[src/shell_defs.svh]
`ifndef SHELL_DEFS_SVH
`define SHELL_DEFS_SVH

////////////////////////////////
// register bus widths
////////////////////////////////
`define SHELL_DATA_W 32
`define SHELL_ADDR_W 8

// rtc divider
// 50 MHz soc_clk, 25 cycles high and 25 low give 1 MHz
`define RTC_HALF_CYCLES 25

////////////////////////////////
// fan pwm
////////////////////////////////
`define FAN_LEVEL_W 4
`define FAN_STEP_CYCLES 4
`define FAN_STEPS 16

// register map
`define REG_FAN_OFFS 8'h00
`define REG_RTC_OFFS 8'h04
// read data for unmapped or illegal accesses
`define REG_ERR_VAL 32'hBADCAB1E

`endif

[src/shell_pkg.sv]
`default_nettype none

`include "shell_defs.svh"

package shell_pkg;

  ////////////////////////////////
  // bus data types
  ////////////////////////////////

  // one register word
  typedef logic [`SHELL_DATA_W-1:0] data_t;
  // byte address on the register bus
  typedef logic [`SHELL_ADDR_W-1:0] addr_t;

  // pwm duty level, 0 keeps the fan off
  typedef logic [`FAN_LEVEL_W-1:0] fan_level_t;

  // fan register layout
  // bit 4 selects the override, bits 3:0 hold its level
  typedef struct packed {
    logic       ovr_en;
    fan_level_t level;
  } fan_cfg_t;

  ////////////////////////////////
  // enums
  ////////////////////////////////

  // known registers, encoded by their offset
  typedef enum addr_t {
    REG_FAN = `REG_FAN_OFFS,
    REG_RTC = `REG_RTC_OFFS
  } shell_reg_e;

  // response slot of the register target
  typedef enum logic {
    RSP_IDLE    = 1'b0,
    RSP_PENDING = 1'b1
  } rsp_state_e;

endpackage

`default_nettype wire

[src/reg_bus_if.sv]
`timescale 1ns/1ps
`default_nettype none

// valid/ready register bus
// one request channel, one response channel
interface reg_bus_if;
  import shell_pkg::*;

  // request channel
  logic  req_valid;
  logic  req_ready;
  logic  req_write;
  addr_t req_addr;
  data_t req_wdata;

  // response channel
  logic  rsp_valid;
  logic  rsp_ready;
  data_t rsp_rdata;
  logic  rsp_error;

  // register side
  modport target (
    input  req_valid, req_write, req_addr, req_wdata, rsp_ready,
    output req_ready, rsp_valid, rsp_rdata, rsp_error
  );

  // soc side
  modport initiator (
    output req_valid, req_write, req_addr, req_wdata, rsp_ready,
    input  req_ready, rsp_valid, rsp_rdata, rsp_error
  );

endinterface

`default_nettype wire

[src/spi_host_if.sv]
`timescale 1ns/1ps
`default_nettype none

// spi host bundle as seen from the soc
// every output comes with its own enable
interface spi_host_if;

  // serial clock
  logic       sck;
  logic       sck_en;
  // chip selects, active low
  logic [1:0] csb;
  logic [1:0] csb_en;
  // data lines toward the pads
  logic [3:0] sd_o;
  logic [3:0] sd_en;
  // data lines back to the host
  logic [3:0] sd_i;

  // soc host controller
  modport host (
    output sck, sck_en, csb, csb_en, sd_o, sd_en,
    input  sd_i
  );

  // pad side adapter
  modport device (
    input  sck, sck_en, csb, csb_en, sd_o, sd_en,
    output sd_i
  );

endinterface

`default_nettype wire

[src/board_shell.sv]
`timescale 1ns/1ps
`default_nettype none

module board_shell (
  input  wire logic                  soc_clk,
  input  wire logic                  rst_n,
  // register bus from the soc
  input  wire logic                  reg_req_valid_i,
  output logic                       reg_req_ready_o,
  input  wire logic                  reg_req_write_i,
  input  wire shell_pkg::addr_t      reg_req_addr_i,
  input  wire shell_pkg::data_t      reg_req_wdata_i,
  output logic                       reg_rsp_valid_o,
  input  wire logic                  reg_rsp_ready_i,
  output shell_pkg::data_t           reg_rsp_rdata_o,
  output logic                       reg_rsp_error_o,
  // spi host of the soc
  input  wire logic                  spih_sck_i,
  input  wire logic                  spih_sck_en_i,
  input  wire logic [1:0]            spih_csb_i,
  input  wire logic [1:0]            spih_csb_en_i,
  input  wire logic [3:0]            spih_sd_i,
  input  wire logic [3:0]            spih_sd_en_i,
  output logic [3:0]                 spih_sd_o,
  // fan and rtc
  input  wire shell_pkg::fan_level_t fan_sw_i,
  output logic                       fan_pwm_o,
  output logic                       rtc_clk_o,
  // sd card
  output logic                       sd_cmd_o,
  output logic                       sd_sclk_o,
  output logic                       sd_cs_o,
  output logic                       sd_reset_o,
  input  wire logic                  sd_dat0_i,
  // qspi flash
  output logic                       qspi_clk_o,
  output logic                       qspi_cs_b_o,
  input  wire logic                  qspi_dq0_i
);
  import shell_pkg::*;

  reg_bus_if  i_reg_bus ();
  spi_host_if i_spi_host ();

  data_t    rtc_ticks;
  fan_cfg_t fan_cfg;

  ////////////////////////////////
  // plain ports onto the bundles
  ////////////////////////////////

  // register request and response
  assign i_reg_bus.req_valid = reg_req_valid_i;
  assign i_reg_bus.req_write = reg_req_write_i;
  assign i_reg_bus.req_addr  = reg_req_addr_i;
  assign i_reg_bus.req_wdata = reg_req_wdata_i;
  assign i_reg_bus.rsp_ready = reg_rsp_ready_i;
  assign reg_req_ready_o     = i_reg_bus.req_ready;
  assign reg_rsp_valid_o     = i_reg_bus.rsp_valid;
  assign reg_rsp_rdata_o     = i_reg_bus.rsp_rdata;
  assign reg_rsp_error_o     = i_reg_bus.rsp_error;

  // spi host, data from the host on sd_o
  assign i_spi_host.sck    = spih_sck_i;
  assign i_spi_host.sck_en = spih_sck_en_i;
  assign i_spi_host.csb    = spih_csb_i;
  assign i_spi_host.csb_en = spih_csb_en_i;
  assign i_spi_host.sd_o   = spih_sd_i;
  assign i_spi_host.sd_en  = spih_sd_en_i;
  assign spih_sd_o         = i_spi_host.sd_i;

  ////////////////////////////////
  // blocks
  ////////////////////////////////

  reg_frontend i_reg_frontend (
    .soc_clk     ( soc_clk   ),
    .rst_n       ( rst_n     ),
    .bus         ( i_reg_bus ),
    .rtc_ticks_i ( rtc_ticks ),
    .fan_cfg_o   ( fan_cfg   )
  );

  rtc_divider i_rtc_divider (
    .soc_clk     ( soc_clk   ),
    .rst_n       ( rst_n     ),
    .rtc_clk_o   ( rtc_clk_o ),
    .rtc_ticks_o ( rtc_ticks )
  );

  fan_ctrl i_fan_ctrl (
    .soc_clk   ( soc_clk   ),
    .rst_n     ( rst_n     ),
    .fan_sw_i  ( fan_sw_i  ),
    .fan_cfg_i ( fan_cfg   ),
    .fan_pwm_o ( fan_pwm_o )
  );

  spi_pad_adapter i_spi_pad_adapter (
    .spi         ( i_spi_host  ),
    .sd_cmd_o    ( sd_cmd_o    ),
    .sd_sclk_o   ( sd_sclk_o   ),
    .sd_cs_o     ( sd_cs_o     ),
    .sd_reset_o  ( sd_reset_o  ),
    .sd_dat0_i   ( sd_dat0_i   ),
    .qspi_clk_o  ( qspi_clk_o  ),
    .qspi_cs_b_o ( qspi_cs_b_o ),
    .qspi_dq0_i  ( qspi_dq0_i  )
  );

endmodule

`default_nettype wire

[src/fan_ctrl.sv]
`timescale 1ns/1ps
`default_nettype none

`include "shell_defs.svh"

module fan_ctrl (
  input  wire logic                  soc_clk,
  input  wire logic                  rst_n,
  input  wire shell_pkg::fan_level_t fan_sw_i,
  input  wire shell_pkg::fan_cfg_t   fan_cfg_i,
  output logic                       fan_pwm_o
);
  import shell_pkg::*;

  localparam int unsigned CYC_W  = $clog2(`FAN_STEP_CYCLES);
  localparam int unsigned STEP_W = $clog2(`FAN_STEPS);

  logic [CYC_W-1:0]  cyc_q;
  logic [STEP_W-1:0] step_q;
  logic              step_end;
  logic              period_end;
  fan_level_t        level_sel;
  fan_level_t        level_q;

  // software override wins over the board switches
  assign level_sel = fan_cfg_i.ovr_en ? fan_cfg_i.level : fan_sw_i;

  // last cycle of a step
  assign step_end   = (cyc_q == CYC_W'(`FAN_STEP_CYCLES - 1));
  // last cycle of the whole pwm period
  assign period_end = step_end && (step_q == STEP_W'(`FAN_STEPS - 1));

  ////////////////////////////////
  // step and cycle counters
  ////////////////////////////////

  always_ff @(posedge soc_clk or negedge rst_n) begin
    if (!rst_n) begin
      cyc_q   <= '0;
      step_q  <= '0;
      level_q <= '0;
    end else begin
      if (step_end) begin
        cyc_q <= '0;
      end else begin
        cyc_q <= cyc_q + 1'b1;
      end
      if (period_end) begin
        step_q  <= '0;
        // new level only at a period start
        level_q <= level_sel;
      end else if (step_end) begin
        step_q <= step_q + 1'b1;
      end
    end
  end

  // high during the first level_q steps
  // level 0 never matches, so the fan stays off
  assign fan_pwm_o = (step_q < level_q);

  // a zero level holds for the whole period and keeps the output low
  a_zero_level_low: assert property (
    @(posedge soc_clk) disable iff (!rst_n)
    (level_q == '0 && !period_end) |=> (level_q == '0 && !fan_pwm_o)
  );

endmodule

`default_nettype wire

[src/reg_frontend.sv]
`timescale 1ns/1ps
`default_nettype none

`include "shell_defs.svh"

module reg_frontend (
  input  wire logic             soc_clk,
  input  wire logic             rst_n,
  reg_bus_if.target             bus,
  input  wire shell_pkg::data_t rtc_ticks_i,
  output shell_pkg::fan_cfg_t   fan_cfg_o
);
  import shell_pkg::*;

  rsp_state_e state_q;
  rsp_state_e state_d;
  shell_reg_e reg_sel;
  logic       reg_hit;
  logic       req_fire;
  logic       rsp_fire;
  logic       fan_write;
  data_t      rdata_d;
  logic       error_d;
  data_t      rdata_q;
  logic       error_q;
  fan_cfg_t   fan_cfg_q;

  // handshakes
  assign req_fire = bus.req_valid && bus.req_ready;
  assign rsp_fire = bus.rsp_valid && bus.rsp_ready;

  ////////////////////////////////
  // address decode
  ////////////////////////////////

  always_comb begin
    reg_hit = 1'b1;
    reg_sel = REG_FAN;
    case (bus.req_addr)
      `REG_FAN_OFFS: reg_sel = REG_FAN;
      `REG_RTC_OFFS: reg_sel = REG_RTC;
      default:       reg_hit = 1'b0;
    endcase
  end

  // response word for the current request
  always_comb begin
    rdata_d = '0;
    error_d = 1'b0;
    if (!reg_hit || (bus.req_write && reg_sel == REG_RTC)) begin
      // unmapped address or write to the read only rtc
      rdata_d = `REG_ERR_VAL;
      error_d = 1'b1;
    end else if (!bus.req_write) begin
      case (reg_sel)
        REG_FAN: rdata_d[$bits(fan_cfg_t)-1:0] = fan_cfg_q;
        REG_RTC: rdata_d = rtc_ticks_i;
        default: rdata_d = `REG_ERR_VAL;
      endcase
    end
  end

  // only a legal fan write changes state
  assign fan_write = req_fire && bus.req_write && reg_hit && (reg_sel == REG_FAN);

  ////////////////////////////////
  // response slot
  ////////////////////////////////

  always_comb begin
    state_d = state_q;
    case (state_q)
      RSP_IDLE:    if (req_fire) state_d = RSP_PENDING;
      RSP_PENDING: if (rsp_fire) state_d = RSP_IDLE;
      default:     state_d = RSP_IDLE;
    endcase
  end

  always_ff @(posedge soc_clk or negedge rst_n) begin
    if (!rst_n) begin
      state_q   <= RSP_IDLE;
      fan_cfg_q <= '0;
    end else begin
      state_q <= state_d;
      if (fan_write) begin
        // bit 4 override, bits 3:0 level
        fan_cfg_q <= bus.req_wdata[$bits(fan_cfg_t)-1:0];
      end
    end
  end

  // payload captured at acceptance, held until the response completes
  always_ff @(posedge soc_clk) begin
    if (req_fire) begin
      rdata_q <= rdata_d;
      error_q <= error_d;
    end
  end

  // one item in flight
  assign bus.req_ready = (state_q == RSP_IDLE);
  assign bus.rsp_valid = (state_q == RSP_PENDING);
  assign bus.rsp_rdata = rdata_q;
  assign bus.rsp_error = error_q;

  assign fan_cfg_o = fan_cfg_q;

  // a stalled response keeps its payload
  a_rsp_stable: assert property (
    @(posedge soc_clk) disable iff (!rst_n)
    (bus.rsp_valid && !bus.rsp_ready) |=>
      (bus.rsp_valid && $stable(bus.rsp_rdata) && $stable(bus.rsp_error))
  );

endmodule

`default_nettype wire

[src/rtc_divider.sv]
`timescale 1ns/1ps
`default_nettype none

`include "shell_defs.svh"

module rtc_divider (
  input  wire logic        soc_clk,
  input  wire logic        rst_n,
  output logic             rtc_clk_o,
  output shell_pkg::data_t rtc_ticks_o
);

  // enough bits for 0 .. RTC_HALF_CYCLES-1
  localparam int unsigned CNT_W = $clog2(`RTC_HALF_CYCLES);

  logic [CNT_W-1:0] half_cnt_q;
  logic             half_wrap;

  // last cycle of a half period
  assign half_wrap = (half_cnt_q == CNT_W'(`RTC_HALF_CYCLES - 1));

  ////////////////////////////////
  // divider and tick counter
  ////////////////////////////////

  always_ff @(posedge soc_clk or negedge rst_n) begin
    if (!rst_n) begin
      half_cnt_q  <= '0;
      rtc_clk_o   <= 1'b0;
      rtc_ticks_o <= '0;
    end else begin
      if (half_wrap) begin
        half_cnt_q <= '0;
        // toggle flop, rtc clock starts low
        rtc_clk_o  <= ~rtc_clk_o;
        // count on the low to high transition only
        if (!rtc_clk_o) begin
          rtc_ticks_o <= rtc_ticks_o + 1'b1;
        end
      end else begin
        half_cnt_q <= half_cnt_q + 1'b1;
      end
    end
  end

  // half period counter stays inside its range
  a_half_cnt_range: assert property (
    @(posedge soc_clk) disable iff (!rst_n)
    half_cnt_q <= CNT_W'(`RTC_HALF_CYCLES - 1)
  );

endmodule

`default_nettype wire

[src/spi_pad_adapter.sv]
`timescale 1ns/1ps
`default_nettype none

module spi_pad_adapter (
  spi_host_if.device spi,
  // sd card in spi mode
  output logic       sd_cmd_o,
  output logic       sd_sclk_o,
  output logic       sd_cs_o,
  output logic       sd_reset_o,
  input  wire logic  sd_dat0_i,
  // qspi flash
  output logic       qspi_clk_o,
  output logic       qspi_cs_b_o,
  input  wire logic  qspi_dq0_i
);

  logic sd_sel;
  logic qspi_sel;

  // a device is addressed when its select is driven and low
  assign sd_sel   = spi.csb_en[0] && !spi.csb[0];
  assign qspi_sel = spi.csb_en[1] && !spi.csb[1];

  ////////////////////////////////
  // sd card pins
  ////////////////////////////////

  // card power stays on while reset is low
  assign sd_reset_o = 1'b0;
  // sclk, parked high when idle
  assign sd_sclk_o  = spi.sck_en ? spi.sck : 1'b1;
  // chip select 0 on dat3
  assign sd_cs_o    = spi.csb_en[0] ? spi.csb[0] : 1'b1;
  // mosi on cmd
  assign sd_cmd_o   = spi.sd_en[0] ? spi.sd_o[0] : 1'b1;

  ////////////////////////////////
  // qspi flash pins
  ////////////////////////////////

  assign qspi_clk_o  = spi.sck_en ? spi.sck : 1'b1;
  // chip select 1
  assign qspi_cs_b_o = spi.csb_en[1] ? spi.csb[1] : 1'b1;

  // miso back to the host on line 1
  // flash when selected, card otherwise
  assign spi.sd_i[1] = qspi_sel ? qspi_dq0_i : sd_dat0_i;
  // output only lines read back as 0
  assign spi.sd_i[0] = 1'b0;
  assign spi.sd_i[2] = 1'b0;
  assign spi.sd_i[3] = 1'b0;

  // no clock edge while both devices are selected
  a_one_device: assert property (
    @(posedge spi.sck) disable iff (!spi.sck_en)
    !(sd_sel && qspi_sel)
  );

endmodule

`default_nettype wire

[config.mk]
export PLATFORM = sky130hd
export DESIGN_NAME = board_shell
export DESIGN_NICKNAME = d
export VERILOG_FILES = /design/src/shell_pkg.sv /design/src/reg_bus_if.sv /design/src/spi_host_if.sv /design/src/board_shell.sv /design/src/fan_ctrl.sv /design/src/reg_frontend.sv /design/src/rtc_divider.sv /design/src/spi_pad_adapter.sv
export VERILOG_INCLUDE_DIRS = /design/src
export SDC_FILE = /design/constraint.sdc
export NUM_CORES = 1
export LEC_CHECK = 0
export ABC_AREA = 1
export ABC_CLOCK_PERIOD_IN_PS = 4400
export BUFFER_PORTS_ARGS = -buffer_cell sky130_fd_sc_hd__buf_2
export CORE_ASPECT_RATIO = 1.75
export CORE_MARGIN = 1.5
export CORE_UTILIZATION = 55
export DETAILED_ROUTE_END_ITERATION = 6
export PLACE_DENSITY = 0.84
export SLEW_MARGIN = 10
export SYNTH_ARGS = -nofsm -noshare
export SYNTH_HDL_FRONTEND = slang
export SYNTH_HIERARCHICAL = 1
export SYNTH_SLANG_ARGS = --single-unit
[constraint.sdc]
create_clock -name soc_clk -period 4.4 [get_ports soc_clk]
set_input_delay 0.66 -clock soc_clk [delete_from_list [all_inputs] [get_ports soc_clk]]
set_output_delay 0.66 -clock soc_clk [all_outputs]
set_load 0.01 [all_outputs]
==> flow_metrics.py, run 1 <==
metrics = {
    "setup_path": {
        "crit_slowest_cell": "dfrtp_1",
        "cp_max_fo": 3,
        "critPathCaptureType": "primary output",
        "r2r-start": "i_rtc_divider/half_cnt_q[0]",
        "r2r_end": "i_rtc_divider/rtc_ticks_o[19]",
        "reg2reg_slack_ps": 2680,
        "startpoint_type": "register",
        "cp_cell_sequence": "ha_1, a21o_1, a21oi_1, buf_2",
        "critical_path.max_stage_delay_ps": 400,
        "r2r.worst_path.cells": 9,
        "worstPathRequired_ps": 3740,
        "cp_num_buf_inv": 1,
        "path_class": "register to primary output",
        "arrival_ps": 1500,
        "crit_family": "flip-flops",
    },
    "place": {
        "placed_area_mm2": 0.00494,
        "place_ws_ps": 2470,
        "numPortBuffers": 74,
        "gp_congestion": 0.950,
        "dp_hpwl_mm": 7.24,
    },
    "global_route": {
        "gr-usage-all-layers_pct": 23.7,
        "grt_pass1_vias": 3712,
        "grt_pass1_wl_mm": 16.1,
        "gr-total-overflow": 0,
        "antenna_found_initial": 0,
        "grt_max_degree": 55,
    },
    "floorplanning": {
        "start_util_pct": 56.9,
        "core_area_mm2": 0.00791,
        "die_w_um": 71.4,
        "pin_count": 112,
        "die_h_um": 123,
        "die-area_mm2": 0.00876,
        "rows": 43,
    },
    "final_layout": {
        "multi_input_area_mm2": 0.00181,
        "diodes": 0,
        "nFillCells": 609,
        "fin_nets": 682,
        "final_area_mm2": 0.00526,
        "seq_area_mm2": 0.00234,
        "area_growth_pct": 16.9,
        "drive_gt1_share_pct": 19.9,
    },
    "job": {
        "drv_cap": 0,
    },
    "timing": {
        "slew_viol_final": 0,
        "tightest_slew_ps": 715,
        "max_freq_mhz": 463,
        "relSlewSlack_pct": 52.3,
        "rsz0062_at_grt": "false",
        "period_share_pct": 49.1,
        "period_needed_ps": 2160,
        "tns_ps": 0,
        "hold_viol_final": 0,
        "setup_viol": 0,
        "finClkSkew_ps": 5.65,
        "fin_ws_ps": 2240,
    },
    "status": {
        "outcome": "completed",
    },
    "yosys": {
        "synth.distinct_cells": 34,
        "ys_seq_elements": 87,
        "synth_ff_type": "dfrtp_1",
        "synth_edf_count": 33,
        "ys_top_cells_by_count": "166 x nand2_1, 68 x inv_1, 59 x nor2_1, 54 x dfrtp_1, 38 x nand3_1",
        "synth_warnings": 6,
        "synth.area.top_cells": "dfrtp_1 30%, edfxtp_1 22%, nand2_1 14%",
        "mappedNetlistArea_mm2": 0.00450,
        "postSynthAreaPerCell_um2": 8.51,
        "yosysTopAreaCell": "dfrtp_1",
        "ys_seq_area_share_pct": 52.0,
        "async_reset_ff_share_pct": 62.1,
        "synth_top_area_share_pct": 30.0,
        "synthCells": 529,
        "yosysMostFrequentCell": "nand2_1",
    },
    "clock_network": {
        "insertion_delay_ps": 340,
        "cts_inserted_buffers": 9,
        "clock-sinks": 87,
        "cts_tree": "yes",
        "ctsResizeCount": 0,
        "cts_setup_buffers": 0,
        "cts_root_buffer": "clkbuf_16",
        "clockBufferDepth": 2,
        "cts.clk_slew.worst_paths_ps": 60,
        "cts-htree-levels": 3,
        "holdBufCountCts": 0,
    },
    "drt": {
        "dr_total_vias": 3711,
        "drtIter0Drc": 256,
        "routed_via_density": 5.27,
        "ant_nets": 0,
        "dr.pass1.iters": 4,
        "routed_wl_mm": 9.72,
        "wl_per_cell_um": 13.8,
        "remaining_drc_errors": 0,
    },
    "pwr": {
        "p_leak_nw": 2.36,
        "ir_drop_mv": 0.212,
        "cellPowerDensity_mw_per_mm2": 334,
    },
    "hold_path": {
        "min-delay-path-class": "input pin to async pin",
    },
}
-- metrics by stage --
stage	total power [mW]	util [%]	hold WS [ps]	cells
floorplan	0.920	-	364	532
global placement	0.959	62.4	415	688
detailed placement	0.962	62.4	436	688
CTS	1.76	66.5	443	704
global route	1.80	66.5	466	704
finish	1.76	66.5	441	704
-- how the worst max path moves through the flow --
stage / end / slack (ps) / from / depth (start not counted)
final: fan_pwm_o / 2240 / i_fan_ctrl/step_q[3] / 4
after global routing: fan_pwm_o / 2190 / i_fan_ctrl/step_q[3] / 4
after CTS: fan_pwm_o / 2230 / i_fan_ctrl/step_q[3] / 4
after detailed placement: i_reg_frontend/bus.rsp_rdata[23] / 2470 / reg_req_addr_i[4] / 8
after global placement: i_reg_frontend/bus.rsp_rdata[8] / 2510 / reg_req_addr_i[4] / 8
after floorplan: i_reg_frontend/bus.rsp_error / 1830 / reg_req_valid_i / 2
-- layout by cell type (no fill, tap or decap), types with 6 or more instances in the layout --
cell type	Yosys	routed
nand2_1	166	166
buf_2	3	74
inv_1	68	68
nor2_1	59	58
dfrtp_1	54	54
nand3_1	38	38
edfxtp_1	33	33
o21ai_0	15	15
xnor2_1	10	10
clkbuf_16	0	9
nand4_1	9	9
ha_1	8	8
nand2_2	7	7
nor2_4	6	6
xor2_1	6	6
-- power breakdown --
part / leakage [nW] / switching (mW) / internal, mW
combinational: 1.25 / 0.0558 / 0.0282
sequential: 0.955 / 0.00569 / 0.856
clock: 0.157 / 0.301 / 0.512
total: 2.36 / 0.362 / 1.40
-- layout make-up --
class	instances	area share [%]
clock buffer	11	4.61
inverter	75	5.42
clock inverter	5	1.55
sequential	87	44.5
timing repair buffer	76	7.32
multi-input combinational	360	34.5
tap	90	2.14
-- cells by family after synthesis --
group	synth area share (%)
buf+inv	8.00
simple gates	31.4
other cells	0.0833
compound gates	3.14
xor+xnor	3.11
fa+ha+maj	2.22
flops	52.0
-- state kept, by name (all words and copies together), names as in the netlist --
register and count:
i_reg_frontend/bus.rsp_error 1, i_rtc_divider/half_cnt_q 5, i_reg_frontend/bus.rsp_valid 1, i_reg_frontend/bus.rsp_rdata 32, i_fan_ctrl/cyc_q 2, i_rtc_divider/rtc_ticks_o 32
i_fan_ctrl/step_q 4, i_reg_frontend/fan_cfg_o 5, i_rtc_divider/rtc_clk_o 1, i_fan_ctrl/level_q 4
-- routing by layer --
metal | track usage, % | vias up | wire length, um
li1 | - | 1817 | -
met1 | 21.9 | 1740 | 3420
met2 | 46.4 | 126 | 5500
met3 | 5.09 | 28 | 459
met4 | 12.6 | 0 | 336
met5 | 0 | - | 0
Note: power is estimated with default switching activity, not from simulation.
==> inputs of run 2 (changes only) <==
--- a/config.mk
+++ b/config.mk
@@ -7,13 +7,13 @@
 export NUM_CORES = 1
 export LEC_CHECK = 0
 export ABC_AREA = 1
-export ABC_CLOCK_PERIOD_IN_PS = 4400
+export ABC_CLOCK_PERIOD_IN_PS = 2000
 export BUFFER_PORTS_ARGS = -buffer_cell sky130_fd_sc_hd__buf_2
 export CORE_ASPECT_RATIO = 1.75
 export CORE_MARGIN = 1.5
-export CORE_UTILIZATION = 55
+export CORE_UTILIZATION = 54
 export DETAILED_ROUTE_END_ITERATION = 6
-export PLACE_DENSITY = 0.84
+export PLACE_DENSITY = 0.83
 export SLEW_MARGIN = 10
 export SYNTH_ARGS = -nofsm -noshare
 export SYNTH_HDL_FRONTEND = slang
==> constraint.sdc (replaced) <==
create_clock -name soc_clk -period 2 [get_ports soc_clk]
set_input_delay 0.3 -clock soc_clk [delete_from_list [all_inputs] [get_ports soc_clk]]
set_output_delay 0.3 -clock soc_clk [all_outputs]
set_load 0.01 [all_outputs]
==> run 2 against run 1 <==
Compared with the run above:
- register-to-register slack lost 2400 ps
- largest power group is now the clock network
- clock power grew 140%
- sequential power grew 120%
- highest routed layer unchanged
- critical endpoint unchanged
- clock-buffer cell count shrank 1
- core utilization is essentially flat
==> flow_metrics.py, run 2 (synthesis gave the netlist of run 1 again) <==
metrics = {
    "timing": {
        "finClkSkew_ps": 6.94,
        "max_freq_mhz": 546,
        "tns_ps": 0,
        "hold_viol_final": 0,
        "slew_viol_final": 0,
        "period_needed_ps": 1830,
        "hold_ws_ps": 125,
        "period_share_pct": 91.6,
        "relSlewSlack_pct": 62.4,
        "tightest_slew_ps": 564,
        "rsz0062_at_grt": "false",
        "setup_viol": 0,
    },
    "clock_network": {
        "insertion_delay_ps": 350,
        "cts_root_buffer": "clkbuf_16",
        "ctsResizeCount": 0,
        "cts-htree-levels": 3,
        "clockBufferDepth": 2,
        "cts.clk_slew.worst_paths_ps": 60,
        "cts_tree": "yes",
        "cts_inserted_buffers": 9,
        "clock-sinks": 87,
    },
    "setup_path": {
        "arrival_ps": 1530,
        "path_class": "register to primary output",
        "startpoint_type": "register",
        "worstPathRequired_ps": 1700,
        "cp_max_fo": 3,
        "critPathCaptureType": "primary output",
    },
    "final_layout": {
        "fin_nets": 684,
        "final_cell_mix": "166 x nand2_1, 74 x buf_2, 68 x inv_1",
        "seq_area_mm2": 0.00234,
        "drive_gt1_share_pct": 20.3,
        "multi_input_area_mm2": 0.00181,
        "area_growth_pct": 18.5,
        "diodes": 0,
        "nFillCells": 620,
        "fin_util_pct": 66.6,
        "final_area_mm2": 0.00534,
        "layout_commonest_cell": "nand2_1",
    },
    "drt": {
        "routed_wl_mm": 9.61,
        "wl_per_cell_um": 13.6,
        "remaining_drc_errors": 0,
        "ant_nets": 0,
        "drtIter0Drc": 256,
        "dr_total_vias": 3645,
        "dr.pass1.iters": 4,
        "routed_via_density": 5.16,
    },
    "floorplanning": {
        "rows": 43,
        "die_h_um": 124,
        "core_area_mm2": 0.00802,
        "pin_count": 112,
        "die_w_um": 72.0,
        "die-area_mm2": 0.00892,
        "start_util_pct": 56.2,
    },
    "global_route": {
        "grt_max_degree": 34,
        "grt_pass1_wl_mm": 15.7,
        "antenna_found_initial": 0,
        "gr-usage-all-layers_pct": 23.1,
        "grt_pass1_vias": 3546,
        "gr-total-overflow": 0,
    },
    "place": {
        "gp_congestion": 0.990,
        "numPortBuffers": 74,
        "placed_area_mm2": 0.00497,
        "dp_hpwl_mm": 7.14,
    },
    "hold_path": {
        "min-delay-path-class": "input pin to register",
    },
    "pwr": {
        "cellPowerDensity_mw_per_mm2": 757,
        "p_leak_nw": 2.40,
        "ir_drop_mv": 0.479,
    },
    "job": {
        "drv_cap": 0,
    },
    "status": {
        "outcome": "completed",
    },
}
-- run 2: area by class of cell --
| type | count | area share [%] |
|---|---|---|
| repair buffers | 78 | 8.02 |
| multi-input cells | 360 | 34.0 |
| flip-flops and latches | 87 | 43.9 |
| inverters | 75 | 5.35 |
| clock inverters | 6 | 2.18 |
| clock buffers | 10 | 4.48 |
| well taps | 90 | 2.11 |
-- run 2: repair_timing --
item                                   in CTS  in global routing
setup buffers                               0                  0
hold buffers                                1                  0
endpoints found under the hold margin      21                  0
-- run 2: metrics by stage --
| stage | total power, mW | setup slack, ps | cells |
|---|---|---|---|
| 2_1_floorplan | 2.02 | 219 | 532 |
| 3_3_place_gp | 2.12 | 380 | 689 |
| 3_5_place_dp | 2.13 | 315 | 689 |
| 4_1_cts | 4.07 | 150 | 706 |
| 5_1_grt | 4.16 | 130 | 706 |
| 6_report | 4.04 | 168 | 706 |
-- run 2: final timing paths --
kind / cells after the start / slack [ps] / end / start
worst max-delay path: 4 / 170 / fan_pwm_o / i_fan_ctrl/step_q[3]
worst min-delay path: 2 / 130 / i_reg_frontend/bus.rsp_valid / reg_rsp_ready_i
worst max register to register: 11 / 300 / i_rtc_divider/rtc_ticks_o[25] / i_rtc_divider/half_cnt_q[0]
worst min register to register: 1 / 460 / i_fan_ctrl/cyc_q[0] / i_fan_ctrl/cyc_q[0]
max in group asynchronous: 3 / 960 / i_rtc_divider/rtc_ticks_o[15] / rst_n
min in group asynchronous: 2 / 480 / i_fan_ctrl/level_q[2] / rst_n
-- run 2: per-layer routing --
layer	wire length [um]	track usage, %	part of all wire [%]	vias to the layer above
met3	390	4.45	4.1	29
li1	-	-	-	1821
met4	297	11.8	3.1	0
met2	5450	45.3	57	105
met5	0	0	0	-
met1	3470	22.0	36	1690
-- run 2: critical path: stages, from the launching register on --
cell and delay [ps]:
dfrtp_1 400, ha_1 320, a21o_1 180, a21oi_1 130, buf_2 150
-- run 2: report_power, final --
group | leakage [nW] | switching [mW] | total, mW | internal [mW]
clock | 0.173 | 0.688 | 1.95 | 1.26
combinational | 1.27 | 0.123 | 0.195 | 0.0712
sequential | 0.955 | 0.0124 | 1.90 | 1.88
total | 2.40 | 0.824 | 4.04 | 3.22
==> inputs of run 3 (changes only) <==
--- a/config.mk
+++ b/config.mk
@@ -10,10 +10,10 @@
 export ABC_CLOCK_PERIOD_IN_PS = 2000
 export BUFFER_PORTS_ARGS = -buffer_cell sky130_fd_sc_hd__buf_2
 export CORE_ASPECT_RATIO = 1.75
-export CORE_MARGIN = 1.5
-export CORE_UTILIZATION = 54
+export CORE_MARGIN = 4
+export CORE_UTILIZATION = 50
 export DETAILED_ROUTE_END_ITERATION = 6
-export PLACE_DENSITY = 0.83
+export PLACE_DENSITY = 0.78
 export SLEW_MARGIN = 10
 export SYNTH_ARGS = -nofsm -noshare
 export SYNTH_HDL_FRONTEND = slang
==> run 3 against run 2 <==
Compared with the run above:
- maximum frequency grew 2.7%
- global-route usage shrank 3.6 points
- core utilization shrank 5.5 points
- worst setup slack gained 48 ps
- die area grew 19%
- clock power shrank 9%
- critical path depth is the same
- non-clock buffer count grew 1
- register-to-register slack is essentially flat
- sequential power is essentially flat
- largest power group is now registers
==> flow_metrics.py, run 3 (synthesis gave the netlist of run 1 again) <==
metrics = {
    "timing": {
        "hold_ws_ps": 120,
        "relSlewSlack_pct": 64.4,
        "max_freq_mhz": 561,
        "tightest_slew_ps": 534,
        "slew_viol_final": 0,
        "setup_viol": 0,
        "tns_ps": 0,
        "rsz0062_at_grt": "false",
        "finClkSkew_ps": 5.40,
        "period_share_pct": 89.2,
        "hold_viol_final": 0,
        "period_needed_ps": 1780,
    },
    "pwr": {
        "internal_power_mw": 3.05,
        "ir_drop_mv": 0.472,
        "total_power_mw": 3.87,
        "seq_power_share_pct": 49.0,
        "swShare_pct": 21.2,
        "cellPowerDensity_mw_per_mm2": 725,
        "clock_power_share_pct": 46.0,
        "comb_power_share_pct": 5.0,
        "switching_power_uw": 820,
        "p_leak_nw": 2.38,
    },
    "setup_path": {
        "cp_max_fo": 3,
        "path_class": "register to primary output",
        "startpoint": "i_fan_ctrl/step_q[3]",
        "critPathCaptureType": "primary output",
        "critical_path.max_stage_delay_ps": 400,
        "r2r.worst_path.cells": 11,
        "crit_slowest_cell": "dfrtp_1",
        "r2r_end": "i_rtc_divider/rtc_ticks_o[29]",
        "cp_cell_sequence": "ha_1, a21o_1, a21oi_1, buf_2",
        "reg2reg_slack_ps": 290,
        "r2r-start": "i_rtc_divider/half_cnt_q[0]",
        "startpoint_type": "register",
        "cp_num_buf_inv": 1,
        "worstPathRequired_ps": 1700,
        "crit_family": "flip-flops",
        "arrival_ps": 1480,
    },
    "global_route": {
        "grt_pass1_wl_mm": 16.1,
        "gr-usage-all-layers_pct": 19.5,
        "gr-total-overflow": 0,
        "grt_pass1_vias": 3535,
        "antenna_found_initial": 0,
        "grt_max_degree": 30,
    },
    "hold_path": {
        "hold_end": "i_reg_frontend/bus.rsp_valid",
        "min_path_cells": 2,
        "min-delay-path-class": "input pin to register",
        "min_from": "reg_rsp_ready_i",
    },
    "drt": {
        "wl_met3_um": 500,
        "top_layer": "met4",
        "dr.pass1.iters": 7,
        "dr_total_vias": 3651,
        "wl_met2_mm": 5.46,
        "wl_per_cell_um": 13.3,
        "routed_via_density": 4.97,
        "wl_met1_mm": 3.46,
        "remaining_drc_errors": 0,
        "drtIter0Drc": 248,
        "ant_nets": 0,
        "routed_wl_mm": 9.77,
    },
    "clock_network": {
        "clock-sinks": 87,
        "clockBufferDepth": 2,
        "cts-htree-levels": 3,
        "insertion_delay_ps": 340,
        "cts_root_buffer": "clkbuf_16",
        "holdBufCountCts": 1,
        "cts.clk_slew.worst_paths_ps": 60,
        "cts_inserted_buffers": 9,
        "cts_tree": "yes",
        "ctsResizeCount": 0,
        "cts_setup_buffers": 0,
    },
    "floorplanning": {
        "rows": 45,
        "pin_count": 112,
        "core_area_mm2": 0.00873,
        "die_w_um": 79.7,
        "start_util_pct": 51.6,
        "die-area_mm2": 0.0106,
        "die_h_um": 134,
    },
    "final_layout": {
        "nFillCells": 723,
        "area_growth_pct": 18.5,
        "diodes": 0,
        "final_area_mm2": 0.00533,
        "final_cell_mix": "166 x nand2_1, 74 x buf_2, 68 x inv_1",
        "fin_nets": 685,
        "drive_gt1_share_pct": 20.4,
        "layout_commonest_cell": "nand2_1",
    },
    "status": {
        "outcome": "completed",
    },
    "place": {
        "dp_hpwl_mm": 7.41,
        "numPortBuffers": 74,
        "gp_congestion": 0.870,
        "placed_area_mm2": 0.00500,
    },
    "job": {
        "drv_cap": 0,
    },
}
==> run 3: cell count changes in the layout (fill, tap and decap cells not counted) <==
| cell | previous run | this run |
|---|---|---|
| clkbuf_8 | 1 | 0 |
| clkinvlp_4 | 0 | 2 |
| clkinv_2 | 1 | 2 |
| buf_12 | 2 | 1 |
| inv_6 | 1 | 0 |
| buf_4 | 1 | 3 |
| bufinv_16 | 3 | 2 |
==> run 3: per-layer routing <==
metal	GRT usage [%]	vias up
met3	4.06	32
met4	9.87	0
met2	36.3	112
li1	-	1826
met5	0	-
met1	19.9	1681
==> run 3: per-stage QoR <==
step / setup WS [ps] / std cells / utilization [%]
2_1_floorplan: 219 / 532 / -
3_3_place_gp: 406 / 717 / 57.3
3_5_place_dp: 325 / 717 / 57.3
4_1_cts: 197 / 734 / 61.1
5_1_grt: 145 / 734 / 61.1
6_report: 216 / 734 / 61.1
==> run 3: power by group through the flow <==
stage	clock network (mW)	registers, mW	logic, mW
2_1_floorplan	0	1.94	0.0803
3_3_place_gp	0	1.93	0.190
3_5_place_dp	0	1.93	0.196
4_1_cts	1.81	1.90	0.198
5_1_grt	1.89	1.90	0.219
6_report	1.78	1.90	0.195
==> run 3: worst reg2reg max path: stages, from the launching register on <==
cell	delay [ps]
dfrtp_1	410
inv_1	80
ha_1	170
inv_1	70
nor2_4	110
nand3_4	180
nor2_4	200
nand2_2	130
inv_2	100
nand2_1	50
nand2_1	60
nand2_1	60
==> run 3: area by class of cell <==
class                      count  area (um^2)  share of cell area (%)
sequential                    87         2340                    43.9
clock inverter                 7         97.6                    1.83
tap                          117          146                    2.75
inverter                      75          285                    5.35
timing repair buffer          79          423                    7.93
clock buffer                   9          225                    4.22
multi-input combinational    360         1810                    34.0
==> run 3: worst max path at each step <==
stage | end | slack (ps) | depth (start not counted)
final | fan_pwm_o | 220 | 4
after global placement | i_rtc_divider/rtc_ticks_o[18] | 410 | 9
after floorplan | i_reg_frontend/bus.rsp_error | 220 | 1
after CTS | fan_pwm_o | 200 | 4
after global routing | i_rtc_divider/rtc_ticks_o[26] | 140 | 10
after detailed placement | i_rtc_divider/rtc_ticks_o[29] | 320 | 11
